===== src/hw/alu_ops_pkg.sv =====
package alu_ops_pkg;

   localparam int XLEN = 32;  // Operand and result width

   // Codes follow the RV-style ALU operation table
   typedef enum logic [3:0] {
      ALU_AND  = 4'd0,
      ALU_OR   = 4'd1,
      ALU_ADD  = 4'd2,
      ALU_CNE  = 4'd3,
      ALU_SLL  = 4'd4,
      ALU_SUB  = 4'd5,
      ALU_SRL  = 4'd6,
      ALU_SRA  = 4'd7,
      ALU_SLT  = 4'd8,
      ALU_SLTU = 4'd9,
      ALU_XOR  = 4'd10,
      ALU_CGE  = 4'd11,
      ALU_CGEU = 4'd12,
      ALU_CE   = 4'd13
   } alu_op_t;

   // Operations whose result is a single 0/1 flag
   function automatic logic is_compare(alu_op_t op);
      return op inside {ALU_CNE, ALU_SLT, ALU_SLTU, ALU_CGE, ALU_CGEU, ALU_CE};
   endfunction

   // Operations that take their amount from b[4:0]
   function automatic logic is_shift(alu_op_t op);
      return op inside {ALU_SLL, ALU_SRL, ALU_SRA};
   endfunction

endpackage


===== src/hw/alu_timing_pkg.sv =====
package alu_timing_pkg;

   // Bit position counter, one count per operand bit
   localparam int CNT_W = 5;

   // Start edge to done edge, identical for every operation
   localparam int ALU_LATENCY = 34;

   // Cycles between the last streamed bit and the end of busy.
   // One for the core register, one for the result register
   localparam int DRAIN_CYCLES = ALU_LATENCY - (1 << CNT_W);
   localparam int DRAIN_W      = 2;

endpackage


===== src/hw/alu_stream_if.sv =====
// Operand bit stream, serializer to core
interface alu_bit_if import alu_ops_pkg::*; ();

   logic    bit_valid;  // One bit position this cycle
   logic    first;      // Bit 0
   logic    last;       // Bit XLEN-1
   logic    a_bit;      // Shifted source bit for shifts
   logic    b_bit;      // Zero for shifts
   alu_op_t op;         // Held for the whole request

   modport src (
      output bit_valid, first, last, a_bit, b_bit, op
   );

   modport dst (
      input  bit_valid, first, last, a_bit, b_bit, op
   );

endinterface

// Result bit stream, core to assembler
interface alu_res_if ();

   logic res_valid;  // Result bit present
   logic res_bit;
   logic res_last;   // Final bit of the request
   logic cmp_en;     // Request is a comparison
   logic cmp_bit;    // Comparison outcome, valid with res_last

   modport src (
      output res_valid, res_bit, res_last, cmp_en, cmp_bit
   );

   modport dst (
      input  res_valid, res_bit, res_last, cmp_en, cmp_bit
   );

endinterface


===== src/hw/operand_serializer.sv =====
module operand_serializer import alu_ops_pkg::*, alu_timing_pkg::*; (
   input  logic            clk,
   input  logic            rst,
   input  logic            start,
   input  alu_op_t         op_in,
   input  logic [XLEN-1:0] a_in,
   input  logic [XLEN-1:0] b_in,
   output logic            busy,
   alu_bit_if.src          bits
);

   logic [XLEN-1:0]    a_q;
   logic [XLEN-1:0]    b_q;
   alu_op_t            op_q;
   logic               run;      // Streaming bit positions
   logic [CNT_W-1:0]   cnt;      // Current bit position
   logic [DRAIN_W-1:0] drain;    // Cycles left until busy falls
   logic [CNT_W-1:0]   shamt;
   logic [CNT_W:0]     up_idx;   // Source position for right shifts
   logic [CNT_W:0]     dn_idx;   // Source position for left shift
   logic               fill;
   logic               src_bit;
   logic               accept;

   assign accept = start && !busy;  // Start while busy is dropped
   assign shamt  = b_q[CNT_W-1:0];
   assign up_idx = {1'b0, cnt} + {1'b0, shamt};
   assign dn_idx = {1'b0, cnt} - {1'b0, shamt};
   assign fill   = (op_q == ALU_SRA) ? a_q[XLEN-1] : 1'b0;

   // Pick the operand bit that lands on position cnt
   always_comb begin
      case (op_q)
         ALU_SLL:          src_bit = dn_idx[CNT_W] ? 1'b0 : a_q[dn_idx[CNT_W-1:0]];
         ALU_SRL, ALU_SRA: src_bit = up_idx[CNT_W] ? fill : a_q[up_idx[CNT_W-1:0]];
         default:          src_bit = a_q[cnt];
      endcase
   end

   always_ff @(posedge clk) begin
      if (rst) begin
         busy           <= 1'b0;
         run            <= 1'b0;
         cnt            <= '0;
         drain          <= '0;
         bits.bit_valid <= 1'b0;
         bits.first     <= 1'b0;
         bits.last      <= 1'b0;
      end else begin
         bits.bit_valid <= run;
         bits.first     <= run && (cnt == '0);
         bits.last      <= run && (&cnt);
         if (!busy) begin
            if (start) begin
               busy <= 1'b1;
               run  <= 1'b1;
               cnt  <= '0;
            end
         end else if (run) begin
            cnt <= cnt + CNT_W'(1);
            if (&cnt) begin
               run   <= 1'b0;
               drain <= DRAIN_W'(DRAIN_CYCLES);
            end
         end else begin
            // Wait for the core and assembler stages to empty
            drain <= drain - DRAIN_W'(1);
            if (drain == DRAIN_W'(1)) begin
               busy <= 1'b0;
            end
         end
      end
   end

   always_ff @(posedge clk) begin
      if (accept) begin
         a_q  <= a_in;
         b_q  <= b_in;
         op_q <= op_in;
      end
      if (run) begin
         bits.a_bit <= src_bit;
         bits.b_bit <= is_shift(op_q) ? 1'b0 : b_q[cnt];  // Amount is not an operand
      end
   end

   assign bits.op = op_q;

endmodule


===== src/hw/serial_alu_core.sv =====
module serial_alu_core import alu_ops_pkg::*; (
   input  logic   clk,
   input  logic   rst,
   alu_bit_if.dst bits,
   alu_res_if.src res
);

   logic carry;    // Carry into the next bit position
   logic eq_q;     // All bits so far equal
   logic lt_q;     // Low bits so far give a < b unsigned
   logic is_sub;
   logic b_eff;
   logic cin;
   logic sum;
   logic cout;
   logic eq_nxt;
   logic lt_nxt;
   logic slt;
   logic cmp_val;
   logic res_val;

   // Subtract as a + ~b + 1, the +1 enters as carry on bit 0
   assign is_sub = (bits.op == ALU_SUB);
   assign b_eff  = bits.b_bit ^ is_sub;
   assign cin    = bits.first ? is_sub : carry;
   assign sum    = bits.a_bit ^ b_eff ^ cin;
   assign cout   = (bits.a_bit & b_eff) | (cin & (bits.a_bit ^ b_eff));

   assign eq_nxt = (bits.first | eq_q) & (bits.a_bit ~^ bits.b_bit);

   // A higher differing bit overrides whatever the lower bits said
   assign lt_nxt = (~bits.a_bit & bits.b_bit)
                 | ((bits.a_bit ~^ bits.b_bit) & ~bits.first & lt_q);

   // On the sign bit, differing signs decide the signed order directly
   assign slt = (bits.a_bit ^ bits.b_bit) ? bits.a_bit : lt_nxt;

   always_comb begin
      case (bits.op)
         ALU_CE:   cmp_val = eq_nxt;
         ALU_CNE:  cmp_val = ~eq_nxt;
         ALU_SLT:  cmp_val = slt;
         ALU_SLTU: cmp_val = lt_nxt;
         ALU_CGE:  cmp_val = ~slt;
         ALU_CGEU: cmp_val = ~lt_nxt;
         default:  cmp_val = 1'b0;
      endcase
   end

   always_comb begin
      case (bits.op)
         ALU_AND:          res_val = bits.a_bit & bits.b_bit;
         ALU_OR:           res_val = bits.a_bit | bits.b_bit;
         ALU_XOR:          res_val = bits.a_bit ^ bits.b_bit;
         ALU_ADD, ALU_SUB: res_val = sum;
         ALU_SLL, ALU_SRL,
         ALU_SRA:          res_val = bits.a_bit;  // Already shifted upstream
         default:          res_val = 1'b0;        // Compares and unused codes
      endcase
   end

   always_ff @(posedge clk) begin
      if (rst) begin
         carry         <= 1'b0;
         eq_q          <= 1'b0;
         lt_q          <= 1'b0;
         res.res_valid <= 1'b0;
         res.res_last  <= 1'b0;
         res.cmp_en    <= 1'b0;
      end else begin
         res.res_valid <= bits.bit_valid;
         res.res_last  <= bits.bit_valid && bits.last;
         res.cmp_en    <= bits.bit_valid && is_compare(bits.op);
         if (bits.bit_valid) begin
            carry <= cout;
            eq_q  <= eq_nxt;
            lt_q  <= lt_nxt;
         end
      end
   end

   always_ff @(posedge clk) begin
      if (bits.bit_valid) begin
         res.res_bit <= res_val;
         res.cmp_bit <= cmp_val;  // Only meaningful on the last bit
      end
   end

endmodule


===== src/hw/result_assembler.sv =====
module result_assembler import alu_ops_pkg::*; (
   input  logic            clk,
   input  logic            rst,
   alu_res_if.dst          res,
   output logic            done,
   output logic [XLEN-1:0] result
);

   logic [XLEN-1:0] shreg;
   logic [XLEN-1:0] shreg_nxt;
   logic [XLEN-1:0] cmp_word;
   logic            finish;

   // New bits enter at the top, so bit 0 is lowest after XLEN shifts
   assign shreg_nxt = {res.res_bit, shreg[XLEN-1:1]};
   assign cmp_word  = {{(XLEN-1){1'b0}}, res.cmp_bit};
   assign finish    = res.res_valid && res.res_last;

   always_ff @(posedge clk) begin
      if (res.res_valid) begin
         shreg <= shreg_nxt;
      end
   end

   always_ff @(posedge clk) begin
      if (rst) begin
         done   <= 1'b0;
         result <= '0;
      end else begin
         done <= finish;  // Single cycle, one per request
         if (finish) begin
            result <= res.cmp_en ? cmp_word : shreg_nxt;
         end
      end
   end

endmodule


===== src/hw/serial_alu_top.sv =====
module serial_alu_top import alu_ops_pkg::*; (
   input  logic            clk,
   input  logic            rst,
   input  logic            start,
   input  alu_op_t         op,
   input  logic [XLEN-1:0] a,
   input  logic [XLEN-1:0] b,
   output logic            busy,
   output logic            done,
   output logic [XLEN-1:0] result
);

   alu_bit_if bit_bus ();
   alu_res_if res_bus ();

   operand_serializer operand_serializer_inst (
      .clk   (clk),
      .rst   (rst),
      .start (start),
      .op_in (op),
      .a_in  (a),
      .b_in  (b),
      .busy  (busy),
      .bits  (bit_bus.src)
   );

   serial_alu_core serial_alu_core_inst (
      .clk  (clk),
      .rst  (rst),
      .bits (bit_bus.dst),
      .res  (res_bus.src)
   );

   result_assembler result_assembler_inst (
      .clk    (clk),
      .rst    (rst),
      .res    (res_bus.dst),
      .done   (done),
      .result (result)
   );

endmodule


===== config.mk =====
export PLATFORM = sky130hd
export DESIGN_NAME = serial_alu_top
export DESIGN_NICKNAME = d
export VERILOG_FILES = /design/src/hw/alu_ops_pkg.sv /design/src/hw/alu_timing_pkg.sv /design/src/hw/alu_stream_if.sv /design/src/hw/operand_serializer.sv /design/src/hw/serial_alu_core.sv /design/src/hw/result_assembler.sv /design/src/hw/serial_alu_top.sv
export SDC_FILE = /design/constraint.sdc
export NUM_CORES = 1
export LEC_CHECK = 0
export BUFFER_PORTS_ARGS = -buffer_cell sky130_fd_sc_hd__buf_4
export CAP_MARGIN = 15
export CORE_MARGIN = 8
export CORE_UTILIZATION = 51
export CTS_CLUSTER_DIAMETER = 30
export DETAILED_ROUTE_END_ITERATION = 7
export GPL_TIMING_DRIVEN = 0
export PLACE_DENSITY = 0.73
export SLEW_MARGIN = 20
export SYNTH_ARGS = -nofsm -noshare
export SYNTH_HDL_FRONTEND = slang
export SYNTH_SLANG_ARGS = --single-unit

===== constraint.sdc =====
create_clock -name clk -period 12.6 [get_ports clk]
set_clock_uncertainty 0.1 [all_clocks]
set_input_delay 1.89 -clock clk [delete_from_list [all_inputs] [get_ports clk]]
set_output_delay 1.89 -clock clk [all_outputs]
set_load 0.03 [all_outputs]

==> metrics.yaml <==
outcome:
  status: "finished, final reports clean"
routing:
  avgViaCountPerCell: 5.44
  ant_nets: 0
  wl_mm: 12.6
  drt_iter0_markers: 295
  drc_errors: 0
  first_pass_iters: 4
  wl_per_cell_um: 17.2
  vias: 3958
clock_tree:
  cts_resized: 0
  cts_buffers: 17
  cts_sinks: 154
  htree_levels: 4
  cts.clk_slew.worst_paths_ps: 60
  clk_latency_ps: 420
  cts_tree: "done"
  cts_buffer_depth: 2
  cts_hold_buf: 0
  clockRootBuffer: "clkbuf_16"
  post_cts_buffers: 0
floorplan:
  ios: 105
  start_util_pct: 52.1
  num_rows: 41
  fp.dieW_um: 130
  dieArea_um2: 16800
  coreArea_um2: 12600
  chipHeight_um: 130
global_route:
  grt_use_total_pct: 15.8
  grt_pass1_vias: 4229
  overflow: 0
  grt_pass1_wl_mm: 20.5
  antenna_found_initial: 0
  grt_max_degree: 34
placement:
  postPlaceCellArea_um2: 7620
  dpl_worst_slack_ps: 8770
  place_hpwl_mm: 9.43
  gp_congestion: 0.827
  dp.cells: 696
  portBuffers: 103
yosys:
  synthesis.nets: 511
  synth.distinct_cells: 52
  synth_edf_count: 103
  ys_seq_elements: 154
  syn-mean-instance-area_um2: 15.7
  syn_area_um2: 6580
  yosys-top-cells-area: "edfxtp_1, dfxtp_1, mux4_2"
  synth_warnings: 0
  yosysSeqAreaShare_pct: 62.5
  yosysTopAreaCell: "edfxtp_1"
  syn_inst: 419
  ys_async_sr_fraction_pct: 0
  synthFlopType: "edfxtp_1"
  synth.top_cell.area_share_pct: 47.0
timing:
  setup_violations: 0
  tightest_slew_ps: 721
  fin_tns_setup_ps: 0
  slew-limit-headroom_pct: 51.8
  period_share_pct: 30.4
  rsz0062_at_grt: "no"
  fmax_ghz: 0.261
  drv_slew: 0
  period_minus_slack_ps: 3830
  setup_ws_ps: 8770
  hold_viol_final: 0
final_layout:
  num_antenna_cells: 0
  finish.instance_area_um2: 8160
  drive_above_1_share_pct: 32.4
  synthToLayoutAreaGrowth_pct: 24.0
  finalNonFillerCells: 728
  nNetsFinal: 635
critical_path:
  crit_buf_inv: 4
  worstPathArrival_ps: 4000
  critPathTopFamily: "buffers and inverters"
  cp_slowest_cell: "mux4_1"
  worstSetupEndpointType: "register"
  cp_cell_sequence: "clkbuf_1 > buf_2 > inv_1 > fa_1 > buf_1 > mux4_1 > mux4_2 > o21bai_1"
  critPathLaunchType: "register"
  critPathMaxFanout: 10
  cp.required_ps: 12770
  critPathKind: "register to register"
  slowest_delay_ps: 620
  regToRegSetupSlack_ps: 8770
job:
  cap_violations: 0
power:
  power.leakage_uw: 0.00314
  finalPower_uw: 1130
  powerDensity_nw_per_um2: 138
  vdd_drop_max_mv: 0.0974
min_path:
  min_path_type: "register to register"
## metal layers
layer | routed length [um] | vias to the layer above | GRT usage (%) | share of wire, %
li1 | - | 1881 | - | -
met4 | 212 | 0 | 6.83 | 1.7
met2 | 6170 | 137 | 25.8 | 49
met3 | 898 | 21 | 5.59 | 7.2
met1 | 5280 | 1919 | 18.6 | 42
met5 | 0 | - | 0 | 0
## cells by family after synthesis
kind of cell,synth area share [%]
fa+ha+maj,4.34
buf+inv,3.23
compound gates,8.69
xor+xnor,0.951
simple gates,4.93
mux,15.3
flops,62.5
## power by group
group          internal, uW  total, uW  switching (uW)  leakage [uW]
clock network           268        459             191      0.000258
registers               560        571            11.0       0.00138
logic                  55.4       99.4            44.0       0.00150
## final cells by class
class	instances	area (um^2)
clock buffer	19	433
multi-input combinational	224	2260
buffer	22	141
clock inverter	13	103
inverter	19	71.3
timing repair buffer	105	821
sequential	154	4120
tap	172	215
fill	947	4460
## placed cells by master, fill, tap and decap left out, types with 11 or more instances in the layout
master / count
buf_4: 105
edfxtp_1: 103
dfxtp_1: 50
a22o_1: 32
mux4_2: 30
nor2_1: 26
inv_1: 19
mux2i_1: 19
ha_1: 18
clkbuf_16: 17
clkbuf_1: 14
a21oi_1: 13
nand2_1: 11
## metrics by stage
stage | hold slack (ps) | util, %
final | 330 | 64.7
after detailed placement | 316 | 60.4
after floorplan | 306 | -
after CTS | 331 | 64.7
after global placement | 314 | 60.0
after global routing | 353 | 64.7
## worst paths after layout
check,cells past startpoint,end,from
min reg2reg,1,serial_alu_core_inst.res.res_last,operand_serializer_inst.bits.last
max reg2reg,8,operand_serializer_inst.bits.a_bit,operand_serializer_inst.cnt[1]
max,8,operand_serializer_inst.bits.a_bit,operand_serializer_inst.cnt[1]
min,1,serial_alu_core_inst.res.res_last,operand_serializer_inst.bits.last
## cells in the mapped netlist, types with 2 or more instances
| library cell | n |
|---|---|
| mux2i_1 | 19 |
| o21a_1 | 2 |
| a22o_1 | 32 |
| a211oi_1 | 5 |
| a21oi_1 | 13 |
| ha_1 | 18 |
| clkbuf_1 | 12 |
| nor3_1 | 5 |
| nand2b_1 | 3 |
| xnor2_1 | 3 |
| buf_6 | 3 |
| nand3b_1 | 3 |
| inv_1 | 19 |
| edfxtp_1 | 103 |
| buf_4 | 2 |
| o21bai_1 | 2 |
| nand2_1 | 11 |
| and3_1 | 2 |
| nor2b_1 | 3 |
| a22oi_1 | 3 |
| mux4_2 | 30 |
| o21ai_0 | 10 |
| dfxtp_1 | 51 |
| nand3_1 | 3 |
| fa_1 | 3 |
| nor2_1 | 26 |
| mux4_1 | 5 |
| and2_1 | 4 |
## flip-flops by register name, summed over array words and instances (netlist names), 2 cells and up
signal and count:
operand_serializer_inst.a_q 32, operand_serializer_inst.b_q 32, result_assembler_inst.result 32, result_assembler_inst.shreg 31, operand_serializer_inst.cnt 5, operand_serializer_inst.bits.op 4
operand_serializer_inst.drain 2
(Power assumes the default switching activity.)
